### src/hdl/or1k_dbg_pkg.sv
/*
 * OR1K debug module shared definitions
 * Data register field positions, bus widths, CRC constants,
 * opcode, FSM state and TDO select encodings
 */
`default_nettype none

package or1k_dbg_pkg;

  localparam int NB_CORES    = 4;
  localparam int CPU_ADDR_W  = 16;                 // SPR address width
  localparam int CPU_DATA_W  = 32;
  localparam int DATAREG_LEN = 64;                 // TAP data register length
  localparam int OP_W        = 4;
  localparam int OP_RD_BIT   = 2;                  // Opcode bit set on reads
  localparam int BIT_CNT_W   = 6;

  //////////////////////////////////////////////////////////////////////
  // Data register fields, MSB positions
  localparam int TOP_FLAG_POS = 63;                // 0 means command is for us
  localparam int OP_MSB       = 62;
  localparam int SEL_MSB      = 58;                // Core or register select
  localparam int ADDR_MSB     = 54;
  localparam int CNT_MSB      = 22;
  localparam int STAT_MSB     = 54;                // Status write data

  localparam int REGSEL_LEN    = 4;
  localparam int INTREG_STATUS = 0;

  typedef logic [CPU_DATA_W-1:0] word_t;
  typedef logic [31:0]           addr_t;
  typedef logic [CPU_ADDR_W-1:0] spr_addr_t;
  typedef logic [15:0]           count_t;
  typedef logic [NB_CORES-1:0]   core_vec_t;
  typedef logic [3:0]            core_sel_t;

  localparam word_t CRC_INIT = '1;
  localparam word_t CRC_POLY = 32'hedb88320;      // Reflected CRC-32

  typedef enum logic [OP_W-1:0] {
    BWRITE32 = 4'd3,
    BREAD32  = 4'd7,
    IREG_WR  = 4'd9,
    IREG_SEL = 4'd13
  } dbg_op_e;

  typedef enum logic [3:0] {
    IDLE, R_BEGIN, R_READY, R_STATUS, R_BURST, R_CRC,
    W_READY, W_WAIT, W_BURST, W_CRC, W_MATCH
  } dbg_state_e;

  typedef enum logic [1:0] {BIU_READY, DATA_OUT, CRC_MATCH, CRC_OUT} tdo_sel_e;

endpackage

`default_nettype wire

### src/hdl/or1k_dbg_ifs.sv
/*
 * Internal debug module interfaces
 * dbg_ctrl_if carries FSM strobes to the datapath and flags back,
 * spr_biu_if carries one request at a time to the bus interface unit
 */
`default_nettype none

interface dbg_ctrl_if import or1k_dbg_pkg::*; ();
  logic     addr_sel;         // 0 loads start address, 1 increments
  logic     addr_ct_en;
  logic     op_reg_en;
  logic     bit_ct_en;
  logic     bit_ct_rst;
  logic     word_ct_sel;      // 0 loads count, 1 decrements
  logic     word_ct_en;
  logic     out_reg_ld_en;
  logic     out_reg_shift_en;
  logic     out_reg_data_sel; // 1 selects internal register data
  tdo_sel_e tdo_sel;
  logic     crc_clr;
  logic     crc_en;
  logic     crc_in_sel;       // 1 takes TDI
  logic     crc_shift_en;
  logic     regsel_ld_en;
  logic     cpusel_ld_en;
  // Flags back to the FSM
  logic     word_count_zero;
  logic     next_count_zero;
  logic     bit_count_max;
  logic     bit_count_32;
  logic     rd_op;            // Latched opcode is a read

  modport ctrl (
    output addr_sel, addr_ct_en, op_reg_en, bit_ct_en, bit_ct_rst, word_ct_sel, word_ct_en,
           out_reg_ld_en, out_reg_shift_en, out_reg_data_sel, tdo_sel,
           crc_clr, crc_en, crc_in_sel, crc_shift_en, regsel_ld_en, cpusel_ld_en,
    input  word_count_zero, next_count_zero, bit_count_max, bit_count_32, rd_op
  );
  modport dp (
    input  addr_sel, addr_ct_en, op_reg_en, bit_ct_en, bit_ct_rst, word_ct_sel, word_ct_en,
           out_reg_ld_en, out_reg_shift_en, out_reg_data_sel, tdo_sel,
           crc_clr, crc_en, crc_in_sel, crc_shift_en, regsel_ld_en, cpusel_ld_en,
    output word_count_zero, next_count_zero, bit_count_max, bit_count_32, rd_op
  );
endinterface

interface spr_biu_if import or1k_dbg_pkg::*; ();
  logic  strobe;   // One cycle, latches the request
  logic  rd_wrn;
  addr_t addr;
  word_t wdata;
  word_t rdata;
  logic  rdy;

  modport ctrl (output strobe, rd_wrn, input rdy);
  modport dp   (output addr, wdata, input rdata, rdy);
  modport biu  (input strobe, rd_wrn, addr, wdata, output rdata, rdy);
endinterface

`default_nettype wire

### src/hdl/or1k_dbg_crc32.sv
/*
 * Serial CRC-32, one bit per enabled cycle
 * Doubles as its own LSB-first output shift register
 */
`default_nettype none

module or1k_dbg_crc32
  import or1k_dbg_pkg::*;
(
  input  logic  tck_i,
  input  logic  tlr_i,
  input  logic  clr_i,
  input  logic  en_i,
  input  logic  shift_i,
  input  logic  data_i,
  output word_t crc_o,
  output logic  serial_o
);

  word_t crc_q;
  logic  fb;      // Feedback bit

  assign fb = crc_q[0] ^ data_i;

  always_ff @(posedge tck_i or posedge tlr_i)
  begin
    if (tlr_i)
      crc_q <= CRC_INIT;
    else if (clr_i)
      crc_q <= CRC_INIT;
    else if (en_i)
      crc_q <= (crc_q >> 1) ^ (fb ? CRC_POLY : '0);   // Reflected update
    else if (shift_i)
      crc_q <= crc_q >> 1;
  end

  assign crc_o    = crc_q;
  assign serial_o = crc_q[0];

endmodule

`default_nettype wire

### src/hdl/or1k_dbg_datapath.sv
/*
 * Debug module datapath
 * Address, word and bit counters, command latches, output shift
 * register, CRC and TDO select
 */
`default_nettype none

module or1k_dbg_datapath
  import or1k_dbg_pkg::*;
(
  input  logic                   tck_i,
  input  logic                   tlr_i,
  input  logic                   tdi_i,
  input  logic [DATAREG_LEN-1:0] data_register_i,
  input  core_vec_t              stall_status_i,
  output logic                   module_tdo_o,
  output core_sel_t              cpu_sel_o,
  dbg_ctrl_if.dp                 dbg_if,
  spr_biu_if.dp                  biu_if
);

  addr_t                 addr_cnt;
  count_t                word_cnt;
  logic [BIT_CNT_W-1:0]  bit_cnt;
  logic [OP_W-1:0]       op_q;
  logic [REGSEL_LEN-1:0] regsel_q;
  word_t                 out_sreg;     // Shifts LSB first onto TDO
  word_t                 intreg_data;
  word_t                 crc_value;
  logic                  crc_data;
  logic                  crc_serial;
  logic                  crc_match;

  //////////////////////////////////////////////////////////////////////
  // Counters and command latches
  always_ff @(posedge tck_i or posedge tlr_i)
  begin
    if (tlr_i)
    begin
      addr_cnt  <= '0;
      word_cnt  <= '0;
      bit_cnt   <= '0;
      op_q      <= '0;
      regsel_q  <= '0;
      cpu_sel_o <= '0;
    end
    else
    begin
      if (dbg_if.addr_ct_en)
        addr_cnt <= dbg_if.addr_sel ? addr_cnt + addr_t'(1)
                                    : data_register_i[ADDR_MSB -: $bits(addr_t)];
      if (dbg_if.word_ct_en)
        word_cnt <= dbg_if.word_ct_sel ? word_cnt - count_t'(1)
                                       : data_register_i[CNT_MSB -: $bits(count_t)];
      if (dbg_if.bit_ct_rst)
        bit_cnt <= '0;
      else if (dbg_if.bit_ct_en)
        bit_cnt <= bit_cnt + 1'b1;
      if (dbg_if.op_reg_en)    op_q      <= data_register_i[OP_MSB -: OP_W];
      if (dbg_if.regsel_ld_en) regsel_q  <= data_register_i[SEL_MSB -: REGSEL_LEN];
      if (dbg_if.cpusel_ld_en) cpu_sel_o <= data_register_i[SEL_MSB -: $bits(core_sel_t)];
    end
  end

  assign dbg_if.word_count_zero = (word_cnt == '0);
  assign dbg_if.next_count_zero = (word_cnt == count_t'(1));   // Last word in flight
  assign dbg_if.bit_count_max   = (bit_cnt == BIT_CNT_W'(CPU_DATA_W - 1));
  assign dbg_if.bit_count_32    = (bit_cnt == BIT_CNT_W'(CPU_DATA_W));
  assign dbg_if.rd_op           = op_q[OP_RD_BIT];

  // Bus request, write word is TDI over the top 31 register bits
  assign biu_if.addr  = addr_cnt;
  assign biu_if.wdata = {tdi_i, data_register_i[DATAREG_LEN-1 -: CPU_DATA_W-1]};

  //////////////////////////////////////////////////////////////////////
  // Output shift register
  assign intreg_data = (regsel_q == REGSEL_LEN'(INTREG_STATUS)) ? word_t'(stall_status_i) : '0;

  always_ff @(posedge tck_i or posedge tlr_i)
  begin
    if (tlr_i)
      out_sreg <= '0;
    else if (dbg_if.out_reg_ld_en)
      out_sreg <= dbg_if.out_reg_data_sel ? intreg_data : biu_if.rdata;
    else if (dbg_if.out_reg_shift_en)
      out_sreg <= {1'b0, out_sreg[CPU_DATA_W-1:1]};
  end

  // CRC over write data from TDI or read data leaving on TDO
  assign crc_data  = dbg_if.crc_in_sel ? tdi_i : out_sreg[0];
  assign crc_match = (data_register_i[DATAREG_LEN-1 -: CPU_DATA_W] == crc_value);

  or1k_dbg_crc32 i_crc (
    .tck_i, .tlr_i,
    .clr_i    (dbg_if.crc_clr),
    .en_i     (dbg_if.crc_en),
    .shift_i  (dbg_if.crc_shift_en),
    .data_i   (crc_data),
    .crc_o    (crc_value),
    .serial_o (crc_serial)
  );

  always_comb
  begin
    case (dbg_if.tdo_sel)
      BIU_READY: module_tdo_o = biu_if.rdy;
      DATA_OUT:  module_tdo_o = out_sreg[0];
      CRC_MATCH: module_tdo_o = crc_match;
      default:   module_tdo_o = crc_serial;
    endcase
  end

endmodule

`default_nettype wire

### src/hdl/or1k_dbg_ctrl.sv
/*
 * Debug module burst FSM and command decoder
 * Decodes the shifted-in command and steers counters, shift
 * registers, CRC and bus strobes per state
 */
`default_nettype none

module or1k_dbg_ctrl
  import or1k_dbg_pkg::*;
(
  input  logic                   tck_i,
  input  logic                   tlr_i,
  input  logic                   capture_dr_i,
  input  logic                   shift_dr_i,
  input  logic                   update_dr_i,
  input  logic                   module_select_i,
  input  logic [DATAREG_LEN-1:0] data_register_i,
  output logic                   top_inhibit_o,
  output logic                   status_we_o,
  dbg_ctrl_if.ctrl               dbg_if,
  spr_biu_if.ctrl                biu_if
);

  dbg_state_e state;
  dbg_state_e next_state;
  dbg_op_e    op_in;        // Opcode straight from the data register
  logic       cmd_upd;      // Update of a command for this module
  logic       burst_instr;
  logic       ireg_instr;
  logic       ireg_wr;
  logic       rd_load;      // Load next read word into the output register

  //////////////////////////////////////////////////////////////////////
  // Command decode, only valid before the opcode is latched
  assign op_in       = dbg_op_e'(data_register_i[OP_MSB -: OP_W]);
  assign cmd_upd     = module_select_i & ~data_register_i[TOP_FLAG_POS] & update_dr_i;
  assign burst_instr = (op_in == BWRITE32) | (op_in == BREAD32);
  assign ireg_instr  = (op_in == IREG_WR) | (op_in == IREG_SEL);
  assign ireg_wr     = (op_in == IREG_WR) &&
                       (data_register_i[SEL_MSB -: REGSEL_LEN] == REGSEL_LEN'(INTREG_STATUS));

  assign status_we_o   = (state == IDLE) & cmd_upd & ireg_wr;
  assign top_inhibit_o = !(state inside {IDLE, R_BEGIN, R_READY, W_READY});
  assign biu_if.rd_wrn = dbg_if.rd_op;

  always_ff @(posedge tck_i or posedge tlr_i)
  begin
    if (tlr_i)
      state <= IDLE;
    else
      state <= next_state;
  end

  //////////////////////////////////////////////////////////////////////
  // Next state
  always_comb
  begin
    next_state = state;
    case (state)
      IDLE:
        if (cmd_upd && burst_instr)
          next_state = op_in[OP_RD_BIT] ? R_BEGIN : W_READY;
      R_BEGIN:  next_state = dbg_if.word_count_zero ? IDLE : R_READY;  // Zero count ends here
      R_READY:  if (module_select_i && capture_dr_i) next_state = R_STATUS;
      R_STATUS: if (biu_if.rdy) next_state = R_BURST;                  // First word fetched
      R_BURST:  if (dbg_if.bit_count_max && dbg_if.word_count_zero) next_state = R_CRC;
      W_READY:
        if (dbg_if.word_count_zero)
          next_state = IDLE;
        else if (module_select_i && capture_dr_i)
          next_state = W_WAIT;
      W_WAIT:
        if (module_select_i && data_register_i[TOP_FLAG_POS])  // Start bit reached the top
          next_state = W_BURST;
      W_BURST:  if (dbg_if.bit_count_max && dbg_if.word_count_zero) next_state = W_CRC;
      W_CRC:    if (dbg_if.bit_count_32) next_state = W_MATCH;
      R_CRC, W_MATCH: ;                                             // Hold until update
      default:  next_state = IDLE;
    endcase
    if (state != IDLE && update_dr_i)                              // Host ends the burst
      next_state = IDLE;
  end

  assign rd_load = ((state == R_STATUS) && (next_state == R_BURST)) ||
                   ((state == R_BURST) && dbg_if.bit_count_max);

  //////////////////////////////////////////////////////////////////////
  // Per-state controls
  always_comb
  begin
    dbg_if.addr_sel         = 1'b1;
    dbg_if.addr_ct_en       = 1'b0;
    dbg_if.op_reg_en        = 1'b0;
    dbg_if.bit_ct_en        = 1'b0;
    dbg_if.bit_ct_rst       = 1'b0;
    dbg_if.word_ct_sel      = 1'b1;
    dbg_if.word_ct_en       = 1'b0;
    dbg_if.out_reg_ld_en    = 1'b0;
    dbg_if.out_reg_shift_en = 1'b0;
    dbg_if.out_reg_data_sel = 1'b1;
    dbg_if.tdo_sel          = DATA_OUT;
    dbg_if.crc_clr          = 1'b0;
    dbg_if.crc_en           = 1'b0;
    dbg_if.crc_in_sel       = 1'b0;   // Read data from output LSB
    dbg_if.crc_shift_en     = 1'b0;
    dbg_if.regsel_ld_en     = 1'b0;
    dbg_if.cpusel_ld_en     = 1'b0;
    biu_if.strobe           = 1'b0;
    case (state)
      IDLE:
      begin
        dbg_if.addr_sel         = 1'b0;                        // Start address
        dbg_if.word_ct_sel      = 1'b0;                        // Word count
        dbg_if.out_reg_ld_en    = module_select_i & capture_dr_i;  // Status word
        dbg_if.out_reg_shift_en = module_select_i & shift_dr_i;
        dbg_if.regsel_ld_en     = cmd_upd & ireg_instr;
        dbg_if.cpusel_ld_en     = cmd_upd & burst_instr;
        if (next_state != IDLE)
        begin
          dbg_if.addr_ct_en = 1'b1;
          dbg_if.op_reg_en  = 1'b1;
          dbg_if.bit_ct_rst = 1'b1;
          dbg_if.word_ct_en = 1'b1;
          dbg_if.crc_clr    = 1'b1;
        end
      end
      R_BEGIN:
        if (!dbg_if.word_count_zero)
        begin
          biu_if.strobe     = 1'b1;                            // First read access
          dbg_if.addr_ct_en = 1'b1;
        end
      R_STATUS: dbg_if.tdo_sel = BIU_READY;
      R_BURST:
      begin
        dbg_if.out_reg_shift_en = 1'b1;
        dbg_if.bit_ct_en        = 1'b1;
        dbg_if.crc_en           = 1'b1;
      end
      R_CRC:
      begin
        dbg_if.tdo_sel      = CRC_OUT;
        dbg_if.crc_shift_en = 1'b1;
      end
      W_WAIT:
        if (next_state == W_BURST)
        begin
          dbg_if.bit_ct_en  = 1'b1;
          dbg_if.word_ct_en = 1'b1;   // Pre-decrement
          dbg_if.crc_en     = 1'b1;   // TDI already holds bit 0
          dbg_if.crc_in_sel = 1'b1;
        end
      W_BURST:
      begin
        dbg_if.bit_ct_en  = 1'b1;
        dbg_if.crc_en     = 1'b1;
        dbg_if.crc_in_sel = 1'b1;
        if (dbg_if.bit_count_max)
        begin
          dbg_if.bit_ct_rst = 1'b1;
          biu_if.strobe     = 1'b1;   // Write the completed word
          dbg_if.addr_ct_en = 1'b1;
          dbg_if.word_ct_en = 1'b1;
        end
      end
      W_CRC:
      begin
        dbg_if.bit_ct_en = 1'b1;
        if (dbg_if.bit_count_32) dbg_if.tdo_sel = CRC_MATCH;  // Match bit goes out now
      end
      W_MATCH: dbg_if.tdo_sel = CRC_MATCH;
      default: ;
    endcase
    if (rd_load)
    begin
      dbg_if.out_reg_data_sel = 1'b0;                         // BIU data
      dbg_if.out_reg_ld_en    = 1'b1;
      dbg_if.bit_ct_rst       = 1'b1;
      dbg_if.word_ct_en       = 1'b1;
      if (!dbg_if.next_count_zero && !dbg_if.word_count_zero)  // Prefetch next word
      begin
        biu_if.strobe     = 1'b1;
        dbg_if.addr_ct_en = 1'b1;
      end
    end
  end

endmodule

`default_nettype wire

### src/hdl/or1k_spr_biu.sv
/*
 * Bus interface unit to the cores' SPR buses
 * Latches one request, strobes the selected core until it
 * acknowledges, and holds read data
 */
`default_nettype none

module or1k_spr_biu
  import or1k_dbg_pkg::*;
(
  input  logic                                tck_i,
  input  logic                                tlr_i,
  input  core_sel_t                           cpu_sel_i,
  input  logic [NB_CORES-1:0][CPU_DATA_W-1:0] cpu_data_i,
  input  core_vec_t                           cpu_ack_i,
  output logic [NB_CORES-1:0][CPU_ADDR_W-1:0] cpu_addr_o,
  output logic [NB_CORES-1:0][CPU_DATA_W-1:0] cpu_data_o,
  output core_vec_t                           cpu_stb_o,
  output core_vec_t                           cpu_we_o,
  spr_biu_if.biu                              biu_if
);

  logic      stb_q;      // Access in progress
  core_sel_t sel_q;
  logic      rd_q;
  spr_addr_t addr_q;
  word_t     wdata_q;
  logic      sel_ack;
  word_t     sel_data;

  // Selected core's response, unknown cores complete at once
  always_comb
  begin
    sel_ack  = (sel_q >= core_sel_t'(NB_CORES));
    sel_data = '0;
    for (int i = 0; i < NB_CORES; i++)
    begin
      if (sel_q == core_sel_t'(i))
      begin
        sel_ack  = cpu_ack_i[i];
        sel_data = cpu_data_i[i];
      end
    end
  end

  always_ff @(posedge tck_i or posedge tlr_i)
  begin
    if (tlr_i)
      stb_q <= 1'b0;
    else if (biu_if.strobe)
      stb_q <= 1'b1;
    else if (stb_q && sel_ack)
      stb_q <= 1'b0;   // Done on ack
  end

  always_ff @(posedge tck_i)
  begin
    if (biu_if.strobe)
    begin
      sel_q   <= cpu_sel_i;
      rd_q    <= biu_if.rd_wrn;
      addr_q  <= biu_if.addr[CPU_ADDR_W-1:0];
      wdata_q <= biu_if.wdata;
    end
    if (stb_q && sel_ack && rd_q)
      biu_if.rdata <= sel_data;
  end

  assign biu_if.rdy = ~stb_q;

  // Steer to the selected core, others see an idle bus
  always_comb
  begin
    for (int i = 0; i < NB_CORES; i++)
    begin
      cpu_addr_o[i] = addr_q;
      cpu_data_o[i] = wdata_q;
      cpu_stb_o[i]  = stb_q && (sel_q == core_sel_t'(i));
      cpu_we_o[i]   = stb_q && !rd_q && (sel_q == core_sel_t'(i));
    end
  end

endmodule

`default_nettype wire

### src/hdl/or1k_dbg_status_reg.sv
/*
 * Per-core stall register
 * Written by debug command, a breakpoint stalls its own core
 */
`default_nettype none

module or1k_dbg_status_reg
  import or1k_dbg_pkg::*;
(
  input  logic      tck_i,
  input  logic      tlr_i,
  input  logic      we_i,
  input  core_vec_t data_i,
  input  core_vec_t bp_i,
  output core_vec_t stall_o
);

  always_ff @(posedge tck_i or posedge tlr_i)
  begin
    if (tlr_i)
      stall_o <= '0;                               // All cores run
    else
      stall_o <= (we_i ? data_i : stall_o) | bp_i;  // Breakpoint wins
  end

endmodule

`default_nettype wire

### src/hdl/or1k_dbg_top.sv
/*
 * OR1K cluster JTAG debug module
 * Burst SPR reads and writes with CRC-32, core select and
 * per-core stall register, all on the TAP clock
 */
`default_nettype none

module or1k_dbg_top
  import or1k_dbg_pkg::*;
(
  // JTAG and TAP
  input  logic                                tck_i,
  input  logic                                tlr_i,
  input  logic                                tdi_i,
  input  logic                                capture_dr_i,
  input  logic                                shift_dr_i,
  input  logic                                update_dr_i,
  input  logic                                module_select_i,
  input  logic [DATAREG_LEN-1:0]              data_register_i,
  output logic                                module_tdo_o,
  output logic                                top_inhibit_o,
  // Per-core SPR bus
  output logic [NB_CORES-1:0][CPU_ADDR_W-1:0] cpu_addr_o,
  output logic [NB_CORES-1:0][CPU_DATA_W-1:0] cpu_data_o,
  output logic [NB_CORES-1:0]                 cpu_we_o,
  output logic [NB_CORES-1:0]                 cpu_stb_o,
  output logic [NB_CORES-1:0]                 cpu_stall_o,
  input  logic [NB_CORES-1:0][CPU_DATA_W-1:0] cpu_data_i,
  input  logic [NB_CORES-1:0]                 cpu_ack_i,
  input  logic [NB_CORES-1:0]                 cpu_bp_i
);

  dbg_ctrl_if dbg_if ();
  spr_biu_if  biu_if ();

  core_sel_t cpu_sel;    // Latched core select
  logic      status_we;

  or1k_dbg_ctrl i_ctrl (
    .tck_i, .tlr_i, .capture_dr_i, .shift_dr_i, .update_dr_i, .module_select_i,
    .data_register_i, .top_inhibit_o,
    .status_we_o (status_we),
    .dbg_if      (dbg_if),
    .biu_if      (biu_if)
  );

  or1k_dbg_datapath i_datapath (
    .tck_i, .tlr_i, .tdi_i, .data_register_i, .module_tdo_o,
    .stall_status_i (cpu_stall_o),   // Status word readback
    .cpu_sel_o      (cpu_sel),
    .dbg_if         (dbg_if),
    .biu_if         (biu_if)
  );

  or1k_spr_biu i_biu (
    .tck_i, .tlr_i, .cpu_data_i, .cpu_ack_i, .cpu_addr_o, .cpu_data_o, .cpu_stb_o, .cpu_we_o,
    .cpu_sel_i (cpu_sel),
    .biu_if    (biu_if)
  );

  or1k_dbg_status_reg i_status (
    .tck_i, .tlr_i,
    .we_i   (status_we),
    .data_i (data_register_i[STAT_MSB -: NB_CORES]),
    .bp_i   (cpu_bp_i),
    .stall_o(cpu_stall_o)
  );

endmodule

`default_nettype wire

### config.mk
export PLATFORM = sky130hd
export DESIGN_NAME = or1k_dbg_top
export DESIGN_NICKNAME = d
export VERILOG_FILES = /design/src/hdl/or1k_dbg_pkg.sv /design/src/hdl/or1k_dbg_ifs.sv /design/src/hdl/or1k_dbg_crc32.sv /design/src/hdl/or1k_dbg_datapath.sv /design/src/hdl/or1k_dbg_ctrl.sv /design/src/hdl/or1k_spr_biu.sv /design/src/hdl/or1k_dbg_status_reg.sv /design/src/hdl/or1k_dbg_top.sv
export SDC_FILE = /design/constraint.sdc
export NUM_CORES = 1
export LEC_CHECK = 0
export ABC_AREA = 1
export BUFFER_PORTS_ARGS = -buffer_cell sky130_fd_sc_hd__buf_4
export CAP_MARGIN = 20
export CORE_UTILIZATION = 46
export CTS_CLUSTER_DIAMETER = 100
export DETAILED_ROUTE_END_ITERATION = 10
export PLACE_DENSITY = 0.77
export SLEW_MARGIN = 20
export SYNTH_ARGS = -nofsm -noshare
export SYNTH_HDL_FRONTEND = slang
export SYNTH_SLANG_ARGS = --single-unit
export TNS_END_PERCENT = 10
### constraint.sdc
create_clock -name tck_i -period 3.6 [get_ports tck_i]
set_input_delay 0.18 -clock tck_i [delete_from_list [all_inputs] [get_ports tck_i]]
set_output_delay 0.18 -clock tck_i [all_outputs]
set_load 0.02 [all_outputs]
Word level (Yosys, flattened, before mapping)
Index checks and enable logic that the tools add are counted.

operators by class
  add/sub/neg operators = 3
  magnitude comparators = 1
  muxes and demuxes = 64
  bitwise gates (word level) = 15
  equal/unequal tests = 25
  reductions and logical operators = 41

operators with widths
  cell                                                                  count
  32-bit two-way mux                                                    12
  4-bit two-way mux                                                     12
  4-bit one-hot mux with 10 select lines                                1
  32-bit by 1-bit adder with 32-bit output, second input constant       1
  32-bit == test                                                        1
  31-bit by 32-bit XOR with 32-bit output                               1
  4-bit by 3-bit == test with 1-bit output, second input constant       6
  4-bit == test, second input constant                                  6
  1-bit two-way mux                                                     23
  4-bit by 2-bit == test with 1-bit output, second input constant       5
  1-bit logical AND                                                     20
  16-bit by 1-bit == test with 1-bit output, second input constant      1
  16-bit logical NOT                                                    1
  4-bit logical NOT                                                     4
  16-bit two-way mux                                                    1
  16-bit by 1-bit subtractor with 16-bit output, second input constant  1
  6-bit two-way mux                                                     2
  1-bit one-hot mux with 2 select lines                                 6
  4-bit nonzero test                                                    3
  1-bit one-hot mux with 3 select lines                                 3
  1-bit bitwise AND                                                     8
  4-bit by 1-bit == test with 1-bit output, second input constant       2
  2-bit one-hot mux with 4 select lines                                 1
  6-bit by 1-bit adder with 6-bit output, second input constant         1
  18 further kinds                                                      27

storage, ports and cells
  output and inout bits = 206
  word-level logic and storage cells = 165
  bits in registers = 223
  input bits = 207

Longest topological paths before layout
Gate-level depths: netlist of run 1.

  depth after elaboration = 16
  gate-level depth with buffers = 15

Cells and area by module
Synthesis of run 1 repeated with hierarchy kept, for this count alone.

second synthesis, totals
  cells, all modules = 1737
  area, all modules = 13679.4 µm²

modules (own cells, without submodules)
  module               area an instance (µm²)  instances  cells each
  or1k_dbg_datapath    6673.9                  1          967
  or1k_spr_biu         4593.2                  1          444
  or1k_dbg_crc32       1554.0                  1          167
  or1k_dbg_ctrl        685.7                   1          137
  or1k_dbg_status_reg  172.7                   1          22

Least setup slack after synthesis of run 1
OpenSTA, ideal clock, no wires.

  path kind = flip-flop to flip-flop
  start = register i_biu.sel_q[3]
  end = register i_biu.biu_if.rdata[0] (enable)
  setup time = 0.461 ns
  arrival time = 3.125 ns
  stages on the path, launching flop included = 6
  slack = 0.014 ns
  path buffers = 0
  clock period less this slack = 3.586 ns
  cell sequence = edfxtp_1 > nor2_1 > nand2_1 > nand2_1 > o221ai_1 > nor3_1

on the way
  word-level cells in the longest chain between the ends = 7
  elaborated cells on any way between the ends = 11
  classes of those cells = order compare: 1; eq/ne: 3; mux: 4; reduce/logical: 3

ends and longest elaborated chain
  item                                                                                                      RTL line                                text
  start: declaration                                                                                        or1k_spr_biu.sv:24                      core_sel_t sel_q;
  start signal: assignment                                                                                  or1k_spr_biu.sv:60                      sel_q <= cpu_sel_i;
  4-bit by 3-bit greater-or-equal comparator with 1-bit output / 4-bit logical NOT (equally long branches)  or1k_spr_biu.sv:34, or1k_spr_biu.sv:38
  1-bit two-way mux (3 in series)                                                                           or1k_spr_biu.sv:38                      if (sel_q == core_sel_t'(i))
  1-bit two-way mux *                                                                                       or1k_spr_biu.sv:38
  1-bit logical AND * (2 in series)                                                                         or1k_spr_biu.sv:65                      if (stb_q && sel_ack && rd_q)
  end signal: assignment                                                                                    or1k_spr_biu.sv:66                      biu_if.rdata <= sel_data;
  end: declaration                                                                                          or1k_dbg_ifs.sv:57                      modport biu (input strobe, rd_wrn, addr, wdata, output rdata, rdy);

Mark *: on every way between the ends. The rest lies on a longest branch, timed or not.
A chain may end at the register's enable or synchronous reset.

Final worst setup path of run 1
  start = register i_ctrl.state[1]
  end = register i_status.stall_o[1]

on the way
  word-level cells in the longest chain between the ends = 5

ends and longest elaborated chain
  item                             RTL line                   text
  start: declaration               or1k_dbg_ctrl.sv:24        dbg_state_e state;
  start signal: assignment         or1k_dbg_ctrl.sv:51        state <= next_state;
  4-bit logical NOT                or1k_dbg_ctrl.sv:42        assign status_we_o = (state == IDLE) & cmd_upd & ireg_wr;
  1-bit bitwise AND (2 in series)  or1k_dbg_ctrl.sv:42
  4-bit two-way mux                or1k_dbg_status_reg.sv:23  stall_o <= (we_i ? data_i : stall_o) | bp_i;
  4-bit OR                         or1k_dbg_status_reg.sv:23
  end signal: assignment           or1k_dbg_status_reg.sv:23
  end: declaration                 or1k_dbg_status_reg.sv:15  output core_vec_t stall_o

Every way passes these cells.

==> impl_results.md, run 1 <==
* Die width at 163 um
* Switching power share of the total at 0.393
* Worst-path fanout max at 38
* Critical path class: flip-flop to flip-flop
* Reg-to-Reg End: i_status.stall_o[1]
* Post-CTS Setup Bufs at 0
* Die area at 26700 um^2
* Area grow syn2layout at 31.0%
* Worst-Margin Slew at around 0.76 ns
* WHS at 0.00687 ns
* Worst EP required at 4.06 ns
* Final hold violations at 0
* Pwr dens at about 650 nW/um^2
* Share of cells above drive strength 1 at 0.296
* Status: completed
* Comb power frac at 0.396
* Vias at 10891
* Fmax at between 300 and 400 MHz
* Clock Tree Root: clkbuf_16
* Cells on worst reg2reg path at 9
* Average size of a mapped cell at 8.27 um^2
* Clock share of power at 0.227
* Min-Delay Path Class: primary input to flip-flop
* Post-synth EDFFs at 85
* Initial antenna violation count at 0
* CTS clk-pin slew, worst paths at approximately 0.060 ns
* CP Launch Type: flip-flop
* FF-to-FF Start: i_ctrl.state[1]
* IO Count at approximately 410
* Int Power at 6230 uW
* Net count after synthesis at 1664
* CTS Sinks at slightly above 200
* CTS Buffer Depth at 3
* Synth async-reset ratio at 0.585
* Hold Crit Start: data_register_i[31]
* Reg-to-reg slack, setup at ~0.83 ns
* Final worst path period need at 2.77 ns
* First-pass GRT wire length at just over 50 mm
* Routability-driven placement congestion ratio at 0.874
* Nets at 1985
* Most frequent cells in the layout: nand2_1, buf_4, inv_1
* Synth warn at 0
* Setup Skew at 0.0242 ns
* DR WL/cell at 16.0 um
* Initial core utilization at 0.472
* Core area at 25400 um^2
* Register area at 5600 um^2
* Layout filler cell count at 2164
* Via/cell ratio at slightly above 5
* Worst path arrival time at 3.22 ns
* IO buf count at 405
* Total track usage at 0.244
* Post-synth top flop: dfrtp_1
* Max-cap violations at 0
* H-tree depth at 1
* DRC at 0
* Site Rows at 58
* Largest net degree at the start of global routing at 70
* Number of setup violations in the final report at 0
* Synth unique cells at 48
* Sequential share of the synthesized area at 0.466
* Reg power frac at 0.376
* Cell leakage power at 0.00771 uW
* RSZ-0062 raised after global routing: no
* DRT Pass-1 Iters at 6
* Seq cells post-synth at 205
* Worst vdd ir at a little under 400 uV
* Die height at around 160 um
* Clk_lat worst skew at around 0.52 ns
* Net Sw Power at 4040 uW
* Post-DP HPWL at 23.6 mm
* Iter 0 DRT Violations at 919
* Worst setup EP type: flip-flop
* Final antenna-violating net count at 0
* Setup TNS at 0 ns
* Post-route clock period utilization at 0.769
* Relative slew slack at 0.497
* Max-slew violation count at 0
* Hold Path Cell Cnt at 5
* WHS Endpoint: i_datapath.biu_if.addr[8]
* TritonCTS clock tree: yes
* Vias in the first global route at 10245
* Remaining global-route overflow at 0
* Post-cts sizing count at 0
* Mapped Cells at around 1500
* Ant. Diodes at 0
* Footprint of the multi-input gates at around 4500 um^2
* Final wirelength at about 34 mm
* Netlist Area Pre-Place at 12000 um^2
* CTS buffer count at 22
* Most common cell after layout, fill and taps aside: nand2_1
==> power groups by stage <==
stage	Sequential, uW	Clock [uW]	Combinational (uW)
2_1_floorplan	3840	0	3000
3_3_place_gp	3860	0	3870
3_5_place_dp	3890	0	3950
4_1_cts	3860	2370	4060
5_1_grt	3960	2460	4520
6_report	3870	2340	4070
==> how the worst max path moves through the flow <==
stage / slack (ns) / start / to / depth (start not counted)
2_1_floorplan: 0.01 / i_biu.sel_q[3] / i_biu.biu_if.rdata[0] / 5
3_3_place_gp: 1.06 / i_datapath.word_cnt[10] / i_datapath.word_cnt[2] / 14
3_5_place_dp: 1.03 / i_datapath.word_cnt[10] / i_datapath.word_cnt[5] / 14
4_1_cts: 0.90 / i_ctrl.state[1] / i_status.stall_o[1] / 9
5_1_grt: 0.63 / i_ctrl.state[1] / i_status.stall_o[1] / 9
6_report: 0.83 / i_ctrl.state[1] / i_status.stall_o[1] / 9
==> through the flow <==
step | power, uW | area (um^2) | instances | setup WS, ns | utilization
floorplan | 6840 | 12000 | 1451 | 0.0141 | -
global placement | 7730 | 14200 | 2006 | 1.06 | 0.561
detailed placement | 7840 | 14200 | 2006 | 1.03 | 0.561
CTS | 10300 | 15700 | 2118 | 0.896 | 0.618
global route | 10900 | 15700 | 2118 | 0.628 | 0.619
finish | 10300 | 15700 | 2118 | 0.831 | 0.619
==> synthesized netlist by cell type (2+ instances only) <==
library cell | number | area share
nand2_2 | 7 | 0.0037
dfstp_2 | 32 | 0.070
or2_2 | 2 | 0.0010
buf_2 | 11 | 0.0046
a21oi_1 | 15 | 0.0063
nand3b_1 | 2 | 0.0013
nor3_1 | 12 | 0.0050
buf_4 | 153 | 0.096
nand3_2 | 5 | 0.0042
dfrtp_1 | 88 | 0.18
nand4_1 | 29 | 0.015
xnor2_1 | 32 | 0.023
inv_1 | 154 | 0.048
nand3_4 | 3 | 0.0044
nor2_1 | 75 | 0.023
ha_1 | 6 | 0.0063
buf_1 | 4 | 0.0013
nor3b_1 | 2 | 0.0013
nand3_1 | 116 | 0.048
clkbuf_1 | 22 | 0.0069
o21ai_0 | 38 | 0.016
a21oi_2 | 3 | 0.0022
o21ai_1 | 17 | 0.0071
nand2_4 | 3 | 0.0028
edfxtp_1 | 85 | 0.21
o21a_1 | 2 | 0.0013
a22oi_1 | 18 | 0.011
buf_6 | 6 | 0.0056
o2111ai_1 | 32 | 0.023
a31oi_1 | 8 | 0.0042
inv_2 | 4 | 0.0013
xor2_1 | 13 | 0.0095
nor2_2 | 7 | 0.0037
nor4_1 | 5 | 0.0026
nand2_1 | 427 | 0.13
==> layout make-up <==
class | instances | area share
Tap cell | 330 | 0.0263
Clock buffer | 30 | 0.0382
Sequential cell | 205 | 0.356
Inverter | 159 | 0.0383
Timing Repair Buffer | 493 | 0.249
Clock inverter | 10 | 0.00884
Multi-Input combinational cell | 891 | 0.284
==> state kept, by name, summed over array words and instances (netlist names) <==
name	count
i_status.stall_o	4
i_datapath.op_q	1
i_biu.addr_q	16
i_biu.rd_q	1
i_datapath.regsel_q	4
i_datapath.biu_if.addr	16
i_datapath.cpu_sel_o	4
i_biu.sel_q	4
i_ctrl.state	4
i_biu.stb_q	1
i_biu.wdata_q	32
i_biu.biu_if.rdata	32
i_datapath.i_crc.crc_o	32
i_datapath.out_sreg	32
i_datapath.word_cnt	16
i_datapath.bit_cnt	6
==> cell families (layout without fill, tap and decap cells) <==
kind of cell,Yosys count,in the layout,synth area share
fa+ha+maj,6,6,0.00626
simple gates,699,699,0.254
mux,1,1,0.000834
flops,205,205,0.466
compound gates,140,140,0.0759
buf+inv,355,692,0.164
xor+xnor,45,45,0.0329
==> what timing repair did <==
item,in CTS,in global routing
hold buffers,72,0
hold endpoints to repair,112,0
endpoints found under the setup margin,0,0
==> layer usage <==
| metal | vias up | track usage | wire [um] |
|---|---|---|---|
| li1 | 5224 | - | - |
| met1 | 5131 | 0.318 | 13700 |
| met2 | 460 | 0.414 | 16900 |
| met3 | 76 | 0.0322 | 2170 |
| met4 | 0 | 0.0854 | 1010 |
| met5 | - | 0 | 0 |
==> critical path, stage by stage, from the launching register on <==
cell,delay (ns)
dfrtp_1,0.47
nor2_2,0.20
nand2_2,0.12
inv_1,0.09
buf_4,0.39
nand4_2,0.30
nor2_1,0.33
a31oi_1,0.14
dlygate4sd3_1,0.59
nand2_1,0.07
Power figures use the tool's default switching activity.
==> run 2, diff against run 1 <==
- clock period: 3.6 -> 2.45 ns (I/O delays scaled with it)
==> impl_results.md, run 2 (same netlist as run 1, synthesis figures left out) <==
* Pwr dens at 942 nW/um^2 (+44%)
* FF-to-FF Start: i_biu.sel_q[3]
* Worst path arrival time at 2.17 ns (-1.05 ns)
* CTS Buffer Depth at 3 (unchanged)
* Setup Skew at 0.0178 ns (-0.00647 ns)
* Die area at 26700 um^2 (unchanged)
* Max-slew violation count at 0 (unchanged)
* Hold Crit Start: data_register_i[32]
* Final worst path period need at 2.30 ns
* WHS Endpoint: i_datapath.biu_if.addr[9]
* Post-CTS Setup Bufs at 0 (unchanged)
* Post-DP HPWL at 23.8 mm (+0.84%)
* Clk_lat worst skew at 0.51 ns (about the same)
* Post-route clock period utilization at 0.937
* Worst EP required at 2.33 ns (-1.73 ns)
* Most common cell after layout, fill and taps aside: nand2_1
* Min-Delay Path Class: primary input to flip-flop
* Routability-driven placement congestion ratio at 0.889 (+1.7%)
* DRC at 0 (unchanged)
* Site Rows at 58 (unchanged)
* CP Launch Type: flip-flop
* IO buf count at 405 (unchanged)
* Finished Layout Cells at 2173 (+2.6%)
* Critical path class: flip-flop to output port
* Worst-Margin Slew at 0.844 ns (+0.0887 ns)
* Via/cell ratio at 5.11 (-0.65%)
* DRT Pass-1 Iters at 5 (-1)
* H-tree depth at 1 (unchanged)
* Max-cap violations at 0 (unchanged)
* Reg-to-reg slack, setup at 0.16 ns (-0.67 ns)
* CTS Sinks at 205 (unchanged)
* Total track usage at 0.252 (+0.00812)
* Cells on worst reg2reg path at 7 (-2)
* Final wirelength at 34.5 mm (+2.2%)
* Status: completed
* Number of setup violations in the final report at 0 (unchanged)
* Core area at 25400 um^2 (unchanged)
* Nets at 2039 (+2.7%)
* RSZ-0062 raised after global routing: no
* Final antenna-violating net count at 0 (unchanged)
* Vias in the first global route at 10645 (+3.9%)
* Initial core utilization at 0.472 (unchanged)
* Relative slew slack at 0.436 (-0.0603)
* IO Count at 413 (unchanged)
* Met1 usage at 0.321 (+0.00277)
* Worst setup EP type: output port
* Met2 usage at 0.425 (+0.0112)
* Iter 0 DRT Violations at 880 (-4.2%)
* Ant. Diodes at 0 (unchanged)
* Initial antenna violation count at 0 (unchanged)
* Vias at 11101 (+1.9%)
* DR WL/cell at 15.9 um (-0.36%)
* Share of cells above drive strength 1 at 0.298 (+0.00257)
* Die width at 163 um (unchanged)
* Fmax at about 440 MHz
* Post-route total power at 15400 uW (+50%)
* Final hold violations at 0 (unchanged)
* GR peak layer: met2
* Most frequent cells in the layout: nand2_1, buf_4, inv_1
* Dpl cells at 2016 (+0.50%)
* WHS at 0.00767 ns (+0.000799 ns)
* Cell leakage power at 0.00802 uW (+4.0%)
* Die height at 163 um (unchanged)
* Worst-path fanout max at 3 (-92%)
* CTS clk-pin slew, worst paths at 0.06 ns (about the same)
* Area grow syn2layout at 36.2%
* First-pass GRT wire length at 53.8 mm (+3.5%)
* Hold Path Cell Cnt at 5 (unchanged)
* TritonCTS clock tree: yes
* Met3 Use GR at 0.0439 (+0.0117)
* Layout filler cell count at 2049 (-5.3%)
* Clock Tree Root: clkbuf_16
* CTS buffer count at 23 (+4.5%)
* Reg-to-Reg End: i_biu.biu_if.rdata[12]
* Largest net degree at the start of global routing at 63 (-10%)
* Worst vdd ir at 676 uV (+73%)
* Remaining global-route overflow at 0 (unchanged)
* Post-layout util at 0.643 (+0.0246)
-- run 2: cell types whose count changed in the layout (fill, tap and decap cells not counted), moves of 3 or more --
cell | previous run | this run
buf_12 | 2 | 7
clkinv_2 | 2 | 5
buf_6 | 0 | 3
nor2_2 | 9 | 13
nor2_1 | 71 | 68
dlygate4sd3_1 | 72 | 115
-- run 2: cell type report --
class | count | area, um^2 | share of cell area
flip-flops and latches | 205 | 5600 | 0.342
inverters | 159 | 608 | 0.0372
repair buffers | 546 | 4490 | 0.275
clock inverters | 11 | 113 | 0.00689
clock buffers | 31 | 636 | 0.0389
multi-input cells | 891 | 4490 | 0.275
well taps | 330 | 413 | 0.0253
-- run 2: worst max-delay path by stage --
stage	startpoint	end	slack, ns	cells after the start
2_1_floorplan	i_datapath.word_cnt[0]	i_biu.addr_q[0]	-0.34	13
3_3_place_gp	i_datapath.word_cnt[10]	i_datapath.out_sreg[10]	0.16	13
3_5_place_dp	i_datapath.word_cnt[10]	i_datapath.out_sreg[7]	0.09	13
4_1_cts	i_ctrl.state[3]	module_tdo_o	0.0007	10
5_1_grt	i_datapath.i_crc.crc_o[30]	module_tdo_o	0.001	6
6_report	i_datapath.i_crc.crc_o[30]	module_tdo_o	0.15	6
-- run 2: timing repair --
action,CTS,global route
hold endpoints to repair,133,0
resized for setup,0,14
endpoints found under the setup margin,0,104
hold buffers,115,0
-- run 2: worst max-delay path, cell delays in order (launching register included) --
cell	delay, ns
dfstp_2	0.56
xnor2_1	0.13
nand4_1	0.12
nor4_1	0.45
nand3_1	0.13
nand4_1	0.11
buf_4	0.16
-- run 2: metrics by stage --
stage,setup WS (ns),instance area (um^2),TNS [ns]
after floorplan,-0.342,12000,-18.14
after global placement,0.163,14400,0
after detailed placement,0.0860,14400,0
after CTS,0.000738,16300,0
after global routing,0.000978,16300,0
final,0.154,16300,0
-- run 2: per-layer routing --
layer  vias to the layer above  share of wire
met3                        81          0.067
met1                      5246           0.40
met5                         -              0
met4                         0          0.034
li1                       5330              -
met2                       444           0.50
-- run 2: where the power goes --
part / switching (uW) / total (uW) / internal [uW]
clock network: 1380 / 3420 / 2040
logic: 3780 / 6290 / 2510
registers: 864 / 5690 / 4830
==> run 3, diff against run 2 <==
- ABC_AREA: 1 -> default
- PLACE_DENSITY: 0.77 -> 0.78
==> impl_results.md, run 3 <==
* Initial core utilization at 0.472 (about the same)
* Setup Skew at 0.0243 ns (+0.00653 ns)
* Core area at 24500 um^2 (-3.4%)
* RSZ-0062 raised after global routing: yes
* First-pass GRT wire length at 49.3 mm (-8.4%)
* Total track usage at 0.241 (-0.0105)
* Yosys top cell area share at 0.220 (+0.00761)
* Share of cells above drive strength 1 at 0.423 (+0.124)
* Average size of a mapped cell at 10.7 um^2 (+29%)
* Max-cap violations at 0 (unchanged)
* DRC at 0 (unchanged)
* Net count after synthesis at 1297 (-22%)
* Worst EP required at 2.68 ns (+0.35 ns)
* DRT Pass-1 Iters at 6 (+1)
* Area grow syn2layout at 36.7%
* Die height at 161 um (-1.7%)
* Post-layout util at 0.645 (+0.00184)
* Pwr dens at 932 nW/um^2 (-1.1%)
* Relative slew slack at 0.495 (+0.0589)
* Clk_lat worst skew at 0.52 ns (about the same)
* Worst path arrival time at 2.87 ns (+0.70 ns)
* Final hold violations at 0 (unchanged)
* Final worst slack at -0.185 ns (-0.339 ns)
* Most frequent cell after synthesis: buf_4
* CP Launch Type: flip-flop
* Fmax at 380 MHz (-13%)
* Nets at 1638 (-20%)
* Worst setup EP type: flip-flop
* Die area at 25800 um^2 (-3.4%)
* Final antenna-violating net count at 0 (unchanged)
* Routability-driven placement congestion ratio at 0.850 (-4.4%)
* Post-synth top flop: dfrtp_1
* Synth unique cells at 63 (+31%)
* CTS buffer count at 22 (-4.3%)
* CTS Sinks at 205 (unchanged)
* Post-DP HPWL at 23.1 mm (-3.0%)
* Worst-Margin Slew at 0.738 ns (-0.106 ns)
* Failing checks: negative setup slack
* Die width at 161 um (-1.7%)
* Sequential share of the synthesized area at 0.483 (+0.0167)
* Status: complete, but fails checks
* Post-route clock period utilization at 1.08 (+0.138)
* Mapped Cells at 1084 (-25%)
* IO buf count at 405 (unchanged)
* Min-Delay Path Class: primary input to flip-flop
* H-tree depth at 1 (unchanged)
* Seq cells post-synth at 205 (unchanged)
* Largest net degree at the start of global routing at 64 (+1.6%)
* Most frequent cells in the layout: buf_4, dfrtp_1, edfxtp_1
* Area leader, netlist: edfxtp_1
* Initial antenna violation count at 1 (+1)
* Critical path class: flip-flop to flip-flop
* Final wirelength at 32.2 mm (-6.8%)
* Synth warn at 0 (unchanged)
* Remaining global-route overflow at 0 (unchanged)
* Post-route total power at 14700 uW (-4.2%)
* Post-synth EDFFs at 85 (unchanged)
* Netlist Area Pre-Place at 11600 um^2 (-3.5%)
* Number of setup violations in the final report at 116 (+116)
* Via/cell ratio at 5.45 (+6.7%)
* Vias at 9623 (-13%)
* Site Rows at 57 (-1.7%)
* Ranking of synthesized cells by area: edfxtp_1, dfrtp_1, buf_4
* Worst vdd ir at 545 uV (-19%)
* Vias in the first global route at 9329 (-12%)
* Max-slew violation count at 0 (unchanged)
* WHS at 0.0357 ns (+0.0280 ns)
* CTS clk-pin slew, worst paths at 0.06 ns (about the same)
* Most common cell after layout, fill and taps aside: buf_4
* IO Count at 413 (unchanged)
* CTS Buffer Depth at 3 (unchanged)
* DR WL/cell at 18.2 um (+15%)
* Cell leakage power at 0.00663 uW (-17%)
* Final worst path period need at 2.63 ns (+0.339 ns)
* Clock Tree Root: clkbuf_16
* Synth async-reset ratio at 0.585 (unchanged)
* Worst-path fanout max at 12 (+9)
* Hold Path Cell Cnt at 4 (-1)
* Post-synth top cells: buf_4, dfrtp_1, nor2_1, edfxtp_1, nand2_1
* Cells on worst reg2reg path at 7 (unchanged)
* Dpl cells at 1654 (-18%)
* Finished Layout Cells at 1766 (-19%)
* TritonCTS clock tree: yes
* Iter 0 DRT Violations at 634 (-28%)
-- run 3: power breakdown --
group	internal (uW)	leakage [uW]	switching, uW	total (uW)
Sequential	4810	0.00225	921	5730
Clock	1760	0.000331	1360	3120
Combinational	2750	0.00405	3150	5890
-- run 3: layer usage --
layer | vias to the layer above | part of all wire | GRT usage
met2 | 471 | 0.52 | 0.440
met4 | 0 | 0.029 | 0.0758
met1 | 4634 | 0.37 | 0.287
met3 | 65 | 0.078 | 0.0439
li1 | 4453 | - | -
met5 | - | 0 | 0
-- run 3: cell families after synthesis --
kind of cell             after synthesis  synth area share
AND/OR/NAND/NOR                      301             0.126
adder cells (fa/ha/maj)                6           0.00648
XOR/XNOR                              53            0.0401
buffers and inverters                217             0.119
AO/OA/AOI/OAI                        228             0.124
multiplexers                          74             0.101
flip-flops                           205             0.483
-- run 3: critical path, cell delays in order (launching register included) --
cell	delay [ns]
dfrtp_1	0.37
or4_4	0.53
or4_4	0.46
a2111oi_4	0.32
o31a_2	0.20
o21bai_4	0.15
buf_12	0.17
buf_16	0.15
-- run 3: stage by stage --
stage	TNS [ns]	setup slack, ns	cell area (um^2)
after CTS	-13.77	-0.214	15700
after global routing	-22.30	-0.264	15800
final	-12.93	-0.185	15800
after global placement	-19.54	-0.237	14300
after detailed placement	-22.99	-0.261	14300
after floorplan	-45.10	-0.503	11600
-- run 3: layout make-up --
type / instances / area, um^2
fillers: 1885 / 8710
flip-flops and latches: 205 / 5600
multi-input cells: 664 / 4770
repair buffers: 521 / 4320
clock buffers: 28 / 603
well taps: 324 / 405
clock inverters: 12 / 83.8
inverters: 11 / 45.0
diodes: 1 / 2.50
-- run 3: worst paths after layout --
path                                         start                       to  slack [ns]
max in group asynchronous                    tlr_i  i_datapath.out_sreg[17]        1.51
hold / removal                 data_register_i[18]  i_datapath.word_cnt[11]        0.04
min in group asynchronous                    tlr_i       i_datapath.op_q[2]        0.23
setup reg to reg                   i_ctrl.state[3]         i_biu.wdata_q[8]       -0.18
setup / recovery                   i_ctrl.state[3]         i_biu.wdata_q[8]       -0.18
hold reg to reg            i_datapath.cpu_sel_o[3]           i_biu.sel_q[3]        0.44
-- run 3: timing repair --
action,4_1_cts,5_1_grt
pin swaps,12,8
endpoints found under the hold margin,98,0
endpoints found under the setup margin,119,124
cloned,2,3
hold buffers,62,0
buffers inserted,4,0
resized for setup,15,22
